$ cat config.mk
export PLATFORM = sky130hd
export DESIGN_NAME = simd_noncomp_slice
export DESIGN_NICKNAME = d
export VERILOG_FILES = /design/src/rtl/simd_slice_pkg.sv /design/src/rtl/noncomp_lane.sv /design/src/rtl/operand_unpack.sv /design/src/rtl/result_pack.sv /design/src/rtl/simd_noncomp_slice.sv
export SDC_FILE = /design/constraint.sdc
export NUM_CORES = 1
export LEC_CHECK = 0
export ABC_AREA = 1
export BUFFER_PORTS_ARGS = -buffer_cell sky130_fd_sc_hd__buf_2
export CAP_MARGIN = 20
export CORE_ASPECT_RATIO = 0.5
export CORE_MARGIN = 2
export CORE_UTILIZATION = 43
export CTS_CLUSTER_SIZE = 8
export DETAILED_ROUTE_END_ITERATION = 12
export GPL_TIMING_DRIVEN = 0
export SLEW_MARGIN = 0
export SYNTH_ARGS = -nofsm -noshare
export SYNTH_HDL_FRONTEND = slang
export SYNTH_SLANG_ARGS = --single-unit
$ cat constraint.sdc
create_clock -name clk_i -period 9.65 [get_ports clk_i]
set_input_delay 1.93 -clock clk_i [delete_from_list [all_inputs] [get_ports clk_i]]
set_output_delay 1.93 -clock clk_i [all_outputs]
set_load 0.02 [all_outputs]
$ cat src/rtl/simd_slice_pkg.sv
// Formats, operation codes, widths and helpers shared by every block of the SIMD FP slice
`default_nettype none

package simd_slice_pkg;

  // --------------------
  // Slice geometry
  // --------------------
  localparam int unsigned SLICE_WIDTH      = 32;
  localparam int unsigned NUM_LANES        = 4;
  localparam int unsigned NUM_FORMATS      = 3;
  localparam int unsigned LANE_PIPE_STAGES = 2;
  localparam int unsigned TAG_WIDTH        = 4;
  localparam int unsigned NUM_STATUS       = 5;

  typedef enum logic [1:0] {
    FP32 = 2'd0,
    FP16 = 2'd1,
    FP8  = 2'd2  // E5M2
  } fp_format_e;

  typedef enum logic {
    SGNJ   = 1'b0,
    MINMAX = 1'b1
  } operation_e;

  // Variant select, named after the rounding modes that carry it
  typedef enum logic [2:0] {
    RNE = 3'b000,  // SGNJ copy sign / MINMAX min
    RTZ = 3'b001,  // SGNJ negated sign / MINMAX max
    RDN = 3'b010   // SGNJ xor of signs
  } roundmode_e;

  typedef struct packed {
    logic nv;  // Invalid operation
    logic dz;  // Divide by zero
    logic of;  // Overflow
    logic uf;  // Underflow
    logic nx;  // Inexact
  } status_t;

  // One datapath word seen in each format
  typedef union packed {
    logic [SLICE_WIDTH-1:0] fp32;
    logic [1:0][15:0]       fp16;
    logic [3:0][7:0]        fp8;
  } fp_word_u;

  function automatic int unsigned fp_width(fp_format_e fmt);
    case (fmt)
      FP32:    return 32;
      FP16:    return 16;
      default: return 8;
    endcase
  endfunction

  function automatic int unsigned exp_width(fp_format_e fmt);
    case (fmt)
      FP32:    return 8;
      default: return 5;  // FP16 and E5M2 share the exponent width
    endcase
  endfunction

  function automatic int unsigned lanes_of(fp_format_e fmt);
    return SLICE_WIDTH / fp_width(fmt);
  endfunction

  // Widest format a lane has to serve
  function automatic int unsigned lane_width(int unsigned lane);
    if (lane == 0) return 32;
    if (lane == 1) return 16;
    return 8;
  endfunction

endpackage

`default_nettype wire

$ cat src/rtl/noncomp_lane.sv
// One SIMD lane: sign injection and min/max per format, followed by valid/ready pipe stages
`timescale 1ns/1ps
`default_nettype none

module noncomp_lane #(
  parameter int unsigned LaneIdx = 0
) (
  input  logic                                   clk_i,
  input  logic                                   rst_n_i,
  input  logic [simd_slice_pkg::SLICE_WIDTH-1:0] operand_a_i,
  input  logic [simd_slice_pkg::SLICE_WIDTH-1:0] operand_b_i,
  input  simd_slice_pkg::operation_e             op_i,
  input  simd_slice_pkg::roundmode_e             rnd_mode_i,
  input  simd_slice_pkg::fp_format_e             dst_fmt_i,
  input  logic                                   vector_i,
  input  logic                                   mask_i,
  input  logic [simd_slice_pkg::TAG_WIDTH-1:0]   tag_i,
  input  logic                                   in_valid_i,
  output logic                                   in_ready_o,
  output logic [simd_slice_pkg::SLICE_WIDTH-1:0] result_o,
  output simd_slice_pkg::status_t                status_o,
  output logic                                   vector_o,
  output simd_slice_pkg::fp_format_e             dst_fmt_o,
  output logic [simd_slice_pkg::TAG_WIDTH-1:0]   tag_o,
  output logic                                   mask_o,
  output logic                                   out_valid_o,
  input  logic                                   out_ready_i,
  output logic                                   busy_o
);

  import simd_slice_pkg::*;

  localparam int unsigned LANE_W    = lane_width(LaneIdx);
  localparam int unsigned PAYLOAD_W = SLICE_WIDTH + NUM_STATUS + 1 + $bits(fp_format_e)
                                      + TAG_WIDTH + 1;

  logic [SLICE_WIDTH-1:0] fmt_result  [NUM_FORMATS];
  logic                   fmt_invalid [NUM_FORMATS];
  logic [SLICE_WIDTH-1:0] result_d;
  status_t                status_d;

  // --------------------
  // Per-format datapath
  // --------------------
  for (genvar f = 0; f < NUM_FORMATS; f++) begin : gen_fmt
    localparam int unsigned W = fp_width(fp_format_e'(f));
    localparam int unsigned E = exp_width(fp_format_e'(f));
    localparam int unsigned M = W - E - 1;

    if (W <= LANE_W) begin : gen_active
      logic [W-1:0] a, b, res;
      logic         a_nan, b_nan, a_snan, b_snan;
      logic         a_less, sgnj_sign;

      assign a = operand_a_i[W-1:0];
      assign b = operand_b_i[W-1:0];

      // Exponent all ones with a nonzero mantissa; quiet bit is the top mantissa bit
      assign a_nan  = (&a[W-2:M]) & (|a[M-1:0]);
      assign b_nan  = (&b[W-2:M]) & (|b[M-1:0]);
      assign a_snan = a_nan & ~a[M-1];
      assign b_snan = b_nan & ~b[M-1];

      // Differing signs order -0 below +0 as well
      always_comb begin : compare
        if (a[W-1] != b[W-1]) begin
          a_less = a[W-1];
        end else if (a[W-1]) begin
          a_less = a[W-2:0] > b[W-2:0];  // Both negative
        end else begin
          a_less = a[W-2:0] < b[W-2:0];
        end
      end

      always_comb begin : sign_select
        case (rnd_mode_i)
          RNE:     sgnj_sign = b[W-1];
          RTZ:     sgnj_sign = ~b[W-1];
          RDN:     sgnj_sign = a[W-1] ^ b[W-1];
          default: sgnj_sign = a[W-1];
        endcase
      end

      always_comb begin : operation
        if (op_i == SGNJ) begin
          res = {sgnj_sign, a[W-2:0]};
        end else if (a_nan & b_nan) begin
          res = {1'b0, {E{1'b1}}, 1'b1, {(M-1){1'b0}}};  // Canonical quiet NaN
        end else if (a_nan) begin
          res = b;
        end else if (b_nan) begin
          res = a;
        end else if (rnd_mode_i == RTZ) begin
          res = a_less ? b : a;  // Max
        end else begin
          res = a_less ? a : b;  // Min
        end
      end

      assign fmt_result[f]  = SLICE_WIDTH'(res);
      assign fmt_invalid[f] = (op_i == MINMAX) & (a_snan | b_snan);
    end else begin : gen_inactive
      // Format wider than this lane
      assign fmt_result[f]  = '1;
      assign fmt_invalid[f] = 1'b0;
    end
  end

  always_comb begin : fmt_select
    result_d = '1;
    status_d = '0;
    if (int'(dst_fmt_i) < NUM_FORMATS) begin
      result_d    = fmt_result[dst_fmt_i];
      status_d.nv = fmt_invalid[dst_fmt_i];
    end
  end

  // --------------------
  // Lane pipeline
  // --------------------
  // Index i holds the item after i register stages
  logic [PAYLOAD_W-1:0] pipe_data_q  [LANE_PIPE_STAGES+1];
  logic                 pipe_valid_q [LANE_PIPE_STAGES+1];
  logic                 pipe_ready   [LANE_PIPE_STAGES+1];

  assign pipe_data_q[0]  = {result_d, status_d, vector_i, dst_fmt_i, tag_i, mask_i};
  assign pipe_valid_q[0] = in_valid_i;

  for (genvar i = 0; i < LANE_PIPE_STAGES; i++) begin : gen_stage
    // Advance when the next stage takes the item or only holds a bubble
    assign pipe_ready[i] = pipe_ready[i+1] | ~pipe_valid_q[i+1];

    always_ff @(posedge clk_i or negedge rst_n_i) begin : valid_reg
      if (!rst_n_i) begin
        pipe_valid_q[i+1] <= 1'b0;
      end else if (pipe_ready[i]) begin
        pipe_valid_q[i+1] <= pipe_valid_q[i];
      end
    end

    always_ff @(posedge clk_i) begin : data_reg
      if (pipe_ready[i] & pipe_valid_q[i]) begin
        pipe_data_q[i+1] <= pipe_data_q[i];
      end
    end
  end

  assign pipe_ready[LANE_PIPE_STAGES] = out_ready_i;  // Driven downstream
  assign in_ready_o                   = pipe_ready[0];
  assign out_valid_o                  = pipe_valid_q[LANE_PIPE_STAGES];

  assign {result_o, status_o, vector_o, dst_fmt_o, tag_o, mask_o} =
      pipe_data_q[LANE_PIPE_STAGES];

  always_comb begin : busy_flag
    busy_o = 1'b0;
    for (int i = 1; i <= LANE_PIPE_STAGES; i++) begin
      busy_o |= pipe_valid_q[i];
    end
  end

endmodule

`default_nettype wire

$ cat src/rtl/operand_unpack.sv
// Splits both operand words into right-aligned per-lane fields for the selected format
`timescale 1ns/1ps
`default_nettype none

module operand_unpack (
  input  logic [simd_slice_pkg::SLICE_WIDTH-1:0]                              operand_a_i,
  input  logic [simd_slice_pkg::SLICE_WIDTH-1:0]                              operand_b_i,
  input  simd_slice_pkg::fp_format_e                                          dst_fmt_i,
  output logic [simd_slice_pkg::NUM_LANES-1:0][simd_slice_pkg::SLICE_WIDTH-1:0] lane_a_o,
  output logic [simd_slice_pkg::NUM_LANES-1:0][simd_slice_pkg::SLICE_WIDTH-1:0] lane_b_o
);

  import simd_slice_pkg::*;

  fp_word_u word_a;
  fp_word_u word_b;

  assign word_a = operand_a_i;
  assign word_b = operand_b_i;

  // Field of one lane, zero-extended; lanes with no field in this format get zero
  function automatic logic [SLICE_WIDTH-1:0] lane_field(fp_word_u word, fp_format_e fmt,
                                                        int unsigned lane);
    logic [SLICE_WIDTH-1:0] field;
    field = '0;
    case (fmt)
      FP32: begin
        if (lane == 0) field = word.fp32;
      end
      FP16: begin
        if (lane < 2) field[15:0] = word.fp16[lane[0]];
      end
      default: begin
        field[7:0] = word.fp8[lane[1:0]];
      end
    endcase
    return field;
  endfunction

  always_comb begin : slice_lanes
    for (int unsigned lane = 0; lane < NUM_LANES; lane++) begin
      lane_a_o[lane] = lane_field(word_a, dst_fmt_i, lane);
      lane_b_o[lane] = lane_field(word_b, dst_fmt_i, lane);
    end
  end

endmodule

`default_nettype wire

$ cat src/rtl/result_pack.sv
// Packs lane results for the destination format with NaN-boxing and merges masked status
`timescale 1ns/1ps
`default_nettype none

module result_pack (
  input  logic [simd_slice_pkg::SLICE_WIDTH-1:0] lane_result_i [simd_slice_pkg::NUM_LANES],
  input  simd_slice_pkg::status_t                lane_status_i [simd_slice_pkg::NUM_LANES],
  input  logic [simd_slice_pkg::NUM_LANES-1:0]   lane_mask_i,
  input  logic [simd_slice_pkg::NUM_LANES-1:0]   lane_valid_i,
  input  simd_slice_pkg::fp_format_e             dst_fmt_i,
  input  logic                                   vector_i,
  output logic [simd_slice_pkg::SLICE_WIDTH-1:0] result_o,
  output simd_slice_pkg::status_t                status_o
);

  import simd_slice_pkg::*;

  logic [NUM_LANES-1:0] lane_used;
  fp_word_u             packed_word;

  // A lane contributes only if it is valid, part of the operation and has a field
  always_comb begin : lane_select
    for (int unsigned lane = 0; lane < NUM_LANES; lane++) begin
      lane_used[lane] = lane_valid_i[lane] & ((lane == 0) | vector_i) &
                        (lane < lanes_of(dst_fmt_i));
    end
  end

  // --------------------
  // Result assembly
  // --------------------
  always_comb begin : pack
    packed_word = '1;  // NaN-box everything not written below
    case (dst_fmt_i)
      FP32: begin
        if (lane_used[0]) packed_word.fp32 = lane_result_i[0];
      end
      FP16: begin
        for (int unsigned lane = 0; lane < 2; lane++) begin
          if (lane_used[lane]) packed_word.fp16[lane] = lane_result_i[lane][15:0];
        end
      end
      FP8: begin
        for (int unsigned lane = 0; lane < NUM_LANES; lane++) begin
          if (lane_used[lane]) packed_word.fp8[lane] = lane_result_i[lane][7:0];
        end
      end
      default: begin
        packed_word = '1;
      end
    endcase
  end

  assign result_o = packed_word;

  // Flags of masked-off lanes are dropped
  always_comb begin : status_collapse
    status_o = '0;
    for (int unsigned lane = 0; lane < NUM_LANES; lane++) begin
      if (lane_used[lane]) begin
        status_o |= lane_status_i[lane] & {NUM_STATUS{lane_mask_i[lane]}};
      end
    end
  end

endmodule

`default_nettype wire

$ cat src/rtl/simd_noncomp_slice.sv
// Top of the SIMD non-computational FP slice; wires unpack, four lanes and the result packer
`timescale 1ns/1ps
`default_nettype none

module simd_noncomp_slice (
  input  logic                                   clk_i,
  input  logic                                   rst_n_i,
  input  logic [simd_slice_pkg::SLICE_WIDTH-1:0] operand_a_i,
  input  logic [simd_slice_pkg::SLICE_WIDTH-1:0] operand_b_i,
  input  simd_slice_pkg::operation_e             op_i,
  input  simd_slice_pkg::roundmode_e             rnd_mode_i,
  input  simd_slice_pkg::fp_format_e             dst_fmt_i,
  input  logic                                   vectorial_op_i,
  input  logic [simd_slice_pkg::NUM_LANES-1:0]   simd_mask_i,
  input  logic [simd_slice_pkg::TAG_WIDTH-1:0]   tag_i,
  input  logic                                   in_valid_i,
  output logic                                   in_ready_o,
  output logic [simd_slice_pkg::SLICE_WIDTH-1:0] result_o,
  output simd_slice_pkg::status_t                status_o,
  output logic [simd_slice_pkg::TAG_WIDTH-1:0]   tag_o,
  output logic                                   out_valid_o,
  input  logic                                   out_ready_i,
  output logic                                   busy_o
);

  import simd_slice_pkg::*;

  logic [NUM_LANES-1:0][SLICE_WIDTH-1:0] lane_a;
  logic [NUM_LANES-1:0][SLICE_WIDTH-1:0] lane_b;

  logic [SLICE_WIDTH-1:0] lane_result [NUM_LANES];
  status_t                lane_status [NUM_LANES];
  logic                   lane_vector [NUM_LANES];
  fp_format_e             lane_fmt    [NUM_LANES];
  logic [TAG_WIDTH-1:0]   lane_tag    [NUM_LANES];
  logic                   lane_in_ready [NUM_LANES];

  wire [NUM_LANES-1:0] lane_out_valid;
  wire [NUM_LANES-1:0] lane_mask;
  wire [NUM_LANES-1:0] lane_busy;

  logic result_is_vector;

  // --------------------
  // Input side
  // --------------------
  operand_unpack i_operand_unpack (
    .operand_a_i ( operand_a_i ),
    .operand_b_i ( operand_b_i ),
    .dst_fmt_i   ( dst_fmt_i   ),
    .lane_a_o    ( lane_a      ),
    .lane_b_o    ( lane_b      )
  );

  assign in_ready_o = lane_in_ready[0];  // Upstream ready comes from lane 0

  for (genvar lane = 0; lane < NUM_LANES; lane++) begin : gen_lanes
    logic in_valid, out_ready;

    // Upper lanes take an item only when lane 0 takes it, so they stay in lockstep
    assign in_valid  = in_valid_i & ((lane == 0) | (vectorial_op_i & lane_in_ready[0]));
    assign out_ready = out_ready_i & ((lane == 0) | result_is_vector);

    noncomp_lane #(
      .LaneIdx ( lane )
    ) i_noncomp_lane (
      .clk_i       ( clk_i                ),
      .rst_n_i     ( rst_n_i              ),
      .operand_a_i ( lane_a[lane]         ),
      .operand_b_i ( lane_b[lane]         ),
      .op_i        ( op_i                 ),
      .rnd_mode_i  ( rnd_mode_i           ),
      .dst_fmt_i   ( dst_fmt_i            ),
      .vector_i    ( vectorial_op_i       ),
      .mask_i      ( simd_mask_i[lane]    ),
      .tag_i       ( tag_i                ),
      .in_valid_i  ( in_valid             ),
      .in_ready_o  ( lane_in_ready[lane]  ),
      .result_o    ( lane_result[lane]    ),
      .status_o    ( lane_status[lane]    ),
      .vector_o    ( lane_vector[lane]    ),
      .dst_fmt_o   ( lane_fmt[lane]       ),
      .tag_o       ( lane_tag[lane]       ),
      .mask_o      ( lane_mask[lane]      ),
      .out_valid_o ( lane_out_valid[lane] ),
      .out_ready_i ( out_ready            ),
      .busy_o      ( lane_busy[lane]      )
    );
  end

  // --------------------
  // Output side
  // --------------------
  assign result_is_vector = lane_vector[0];  // Aux of lane 0 describes the result

  result_pack i_result_pack (
    .lane_result_i ( lane_result      ),
    .lane_status_i ( lane_status      ),
    .lane_mask_i   ( lane_mask        ),
    .lane_valid_i  ( lane_out_valid   ),
    .dst_fmt_i     ( lane_fmt[0]      ),
    .vector_i      ( result_is_vector ),
    .result_o      ( result_o         ),
    .status_o      ( status_o         )
  );

  assign out_valid_o = lane_out_valid[0];
  assign tag_o       = lane_tag[0];
  assign busy_o      = |lane_busy;

endmodule

`default_nettype wire

==> results.md <==
* Residual DRC count at 0
* Crit path DAT at about 6.6 ns
* Initial antenna violation count at 2
* Clk Latency, worst-skew pair at 0.45 ns
* Largest area contributor in the netlist: edfxtp_1
* Unique masters post-synth at between 50 and 60
* Clk_skew at between 0.02 and 0.025 ns
* Number of global-route vias before repair at 11444
* Avg Cell Area, Syn at 7.73 sq um
* Layout area overhead at 15.0%
* Pwr/cell area at 158 mW/mm^2
* Hold_ws at ~0.4 ns
* Final hold violations at 0
* # H-tree levels at 4
* Post-Route WL at roughly 50 mm
* TritonCTS Buffers at 17
* Clk root buf: clkbuf_16
* FF+latch count, synth at ~170
* Largest net degree at the start of global routing at 34
* Crit path capture type: flop
* Buffer depth of the longest clock path at 2
* Setup-failing EPs final at 0
* Status: complete, no violations
* Ports at 127
* Drt wl/cell at between 20 and 25 um
* # diodes at 0
* Total GRT Usage at 0.324
* DIE AREA at 0.0300 sq mm
* Mapped Cells at ~1600
* Synthesized area at about 0.012 sq mm
* Final GP Congestion at 1.02
* Synth warn at 0
* Highest Clock Rate at 0.158 GHz
* Filler cells at ~2800
* Crit path kind: input pin to flop
* CTS Sinks at roughly 170
* Relative slew slack at 0.260
* Layout cells sized above 1 at 0.142
* TritonCTS clock tree: done
* WHS Path Cells at 0
* Hold crit path type: flop to flop
* Crit-path max FO at 10
* DR vias at ~12000
* Commonest cells in the netlist: 368 x nand2_1, 196 x inv_1, 158 x edfxtp_1, 144 x nor2_1, 121 x o21ai_0
* Final TNS setup at 0 ns
* Drt initial violations at between 1500 and 2000
* IO buf count at around 120
* Crit start category: input pin
* Most frequent cell after synthesis: nand2_1
* Post-synthesis sequential area ratio at 0.403
* Worst reg2reg startpoint: gen_lanes[0].i_noncomp_lane.out_valid_o
* Minimum clock period at approximately 6.3 ns
* Placement Rows at 43
* Worst-margin pin slew at about 1.1 ns
* Core footprint at 0.0279 sq mm
* Die Wd at about 240 um
* Ys flop type: edfxtp_1
* Iteration count of the initial detailed-routing pass at 8
* Clock transition at the registers of the reported paths at 0.08 ns
* Start point of the worst hold path: gen_lanes[3].i_noncomp_lane.pipe_data_q[65]
* Placed wire-length estimate at 39.2 mm
* Final period util at 0.658
* Unrepaired setup endpoints after global routing: false
* Max Cap Viol at 0
* Initial Util at 0.440
* Reg2Reg Setup Slack at around 7.3 ns
* Final slew viol count at 0
* Dominant cells by area after synthesis: edfxtp_1 39%, nand2_1 11%, ha_1 7.2%
* Worst Reg-to-Reg Cells at 5
* CTS resizes at 0
* Gr ovfl total at 0
* Synth top area share at 0.387
* Cts-stage hold buffer count at 0
* Leakage at 6.19 nW
* First-pass GRT wire length at between 70 and 80 mm
* Post-CTS setup buffers at 0
* Hold endpoint: gen_lanes[3].i_noncomp_lane.result_o[7]
* Reg-to-reg endpoint: gen_lanes[2].i_noncomp_lane.pipe_data_q[59]
* NumNets Final at ~1900
* Antenna-violating nets left at 0
* Die height at about 120 um
* Worst EP required at 9.87 ns
* Async SR Flop Fraction at 0.0482
* Peak supply drop at ~0.13 mV
* EDFF count, synth at ~160
* DR vias/cell at just under 6
==> cells by family after synthesis <==
| family | share of synthesized area |
|---|---|
| xor gates and xnor gates | 0.00143 |
| buffers and inverters | 0.0956 |
| and+or+nand+nor | 0.253 |
| adders and majority gates | 0.0724 |
| DFF | 0.403 |
| other | 0.000306 |
| AOI/OAI and AO/OA | 0.174 |
==> cell usage in the layout, fill, tap and decap left out, types with 7 or more instances in the layout <==
cell / synthesis / final
o21ai_1: 19 / 19
buf_4: 15 / 17
o211ai_1: 31 / 31
a21oi_1: 96 / 94
nand2_1: 368 / 368
or2_2: 8 / 8
buf_2: 11 / 132
buf_1: 9 / 9
nor4_1: 11 / 11
ha_1: 71 / 71
clkbuf_1: 29 / 29
inv_1: 196 / 195
o21ai_0: 121 / 121
dfrtp_1: 8 / 8
a211oi_1: 7 / 7
o221ai_1: 13 / 13
inv_2: 11 / 12
o22ai_1: 26 / 26
edfxtp_1: 158 / 158
nand3_1: 110 / 110
nand4_1: 19 / 19
nor3_1: 22 / 22
nor2_1: 144 / 144
clkbuf_16: 0 / 17
a31oi_1: 21 / 20
==> worst max-delay path, cell delays in order <==
cell and delay [ns]:
buf_2 0.25, buf_4 0.27, buf_4 0.24, buf_2 0.26, buf_1 0.47, clkbuf_1 0.72
nand2_1 0.12, ha_1 0.34, nand4_1 0.16, inv_1 0.08, nand2_1 0.07, o211ai_1 0.15
o21ai_0 0.18, nand2_1 0.11, nand2_1 0.05, nand2_1 0.06, nand2_1 0.10, nor2_1 0.24
inv_1 0.14, nand2_1 0.18, a31oi_1 0.10, o221ai_1 0.33
==> power by group <==
part           switching, W  total (W)  leakage, nW  internal [W]
sequential        0.0000267   0.000903         1.56      0.000877
clock              0.000344   0.000700        0.297      0.000356
combinational      0.000445   0.000625         4.33      0.000180
total              0.000815    0.00223         6.19       0.00141
==> final cells by class <==
type	count	area (sq um)	share of cell area
multi-input combinational	1146	6190	0.438
sequential	166	4940	0.350
inverter	208	781	0.0553
timing repair buffer	127	703	0.0498
tap	382	478	0.0339
clock buffer	17	425	0.0302
buffer	71	393	0.0278
clock inverter	15	198	0.0140
==> state kept, by name, indices dropped and copies added, names as in the netlist <==
name                                   count
gen_lanes.i_noncomp_lane.pipe_data_q      79
gen_lanes.i_noncomp_lane.result_o         64
gen_lanes.i_noncomp_lane.mask_o            4
gen_lanes.i_noncomp_lane.out_valid_o       4
gen_lanes.i_noncomp_lane.pipe_valid_q      4
gen_lanes.i_noncomp_lane.status_o          4
gen_lanes.i_noncomp_lane.tag_o             4
gen_lanes.i_noncomp_lane.dst_fmt_o         2
gen_lanes.i_noncomp_lane.vector_o          1
==> metal layers <==
metal	part of all wire	GRT usage	routed length, um	up-vias
met5	0	0	0	-
met4	0.029	0.100	1390	0
met3	0.11	0.0692	5230	83
met2	0.42	0.498	20600	696
met1	0.44	0.459	21400	5873
li1	-	-	-	5760
==> stage by stage <==
step	std cells	worst slack [ns]	instance area [sq um]	total power, W	util
2_1_floorplan	1591	4.64	12300	0.00129	-
3_3_place_gp	2094	3.12	13400	0.00151	0.480
3_5_place_dp	2099	3.04	13500	0.00153	0.484
4_1_cts	2131	3.50	14100	0.00222	0.506
5_1_grt	2132	3.12	14100	0.00232	0.506
6_report	2132	3.30	14100	0.00223	0.506
==> worst max-delay path by stage <==
stage                 start                                          end  slack, ns  depth (start not counted)
2_1_floorplan  dst_fmt_i[1]  gen_lanes[2].i_noncomp_lane.pipe_data_q[64]       4.64                         21
3_3_place_gp   dst_fmt_i[1]  gen_lanes[3].i_noncomp_lane.pipe_data_q[62]       3.12                         22
3_5_place_dp   dst_fmt_i[1]  gen_lanes[3].i_noncomp_lane.pipe_data_q[62]       3.04                         22
4_1_cts        dst_fmt_i[1]  gen_lanes[3].i_noncomp_lane.pipe_data_q[62]       3.50                         22
5_1_grt        dst_fmt_i[1]  gen_lanes[3].i_noncomp_lane.pipe_data_q[62]       3.12                         22
6_report       dst_fmt_i[1]  gen_lanes[3].i_noncomp_lane.pipe_data_q[62]       3.30                         22
Power figures use the tool's default switching activity.
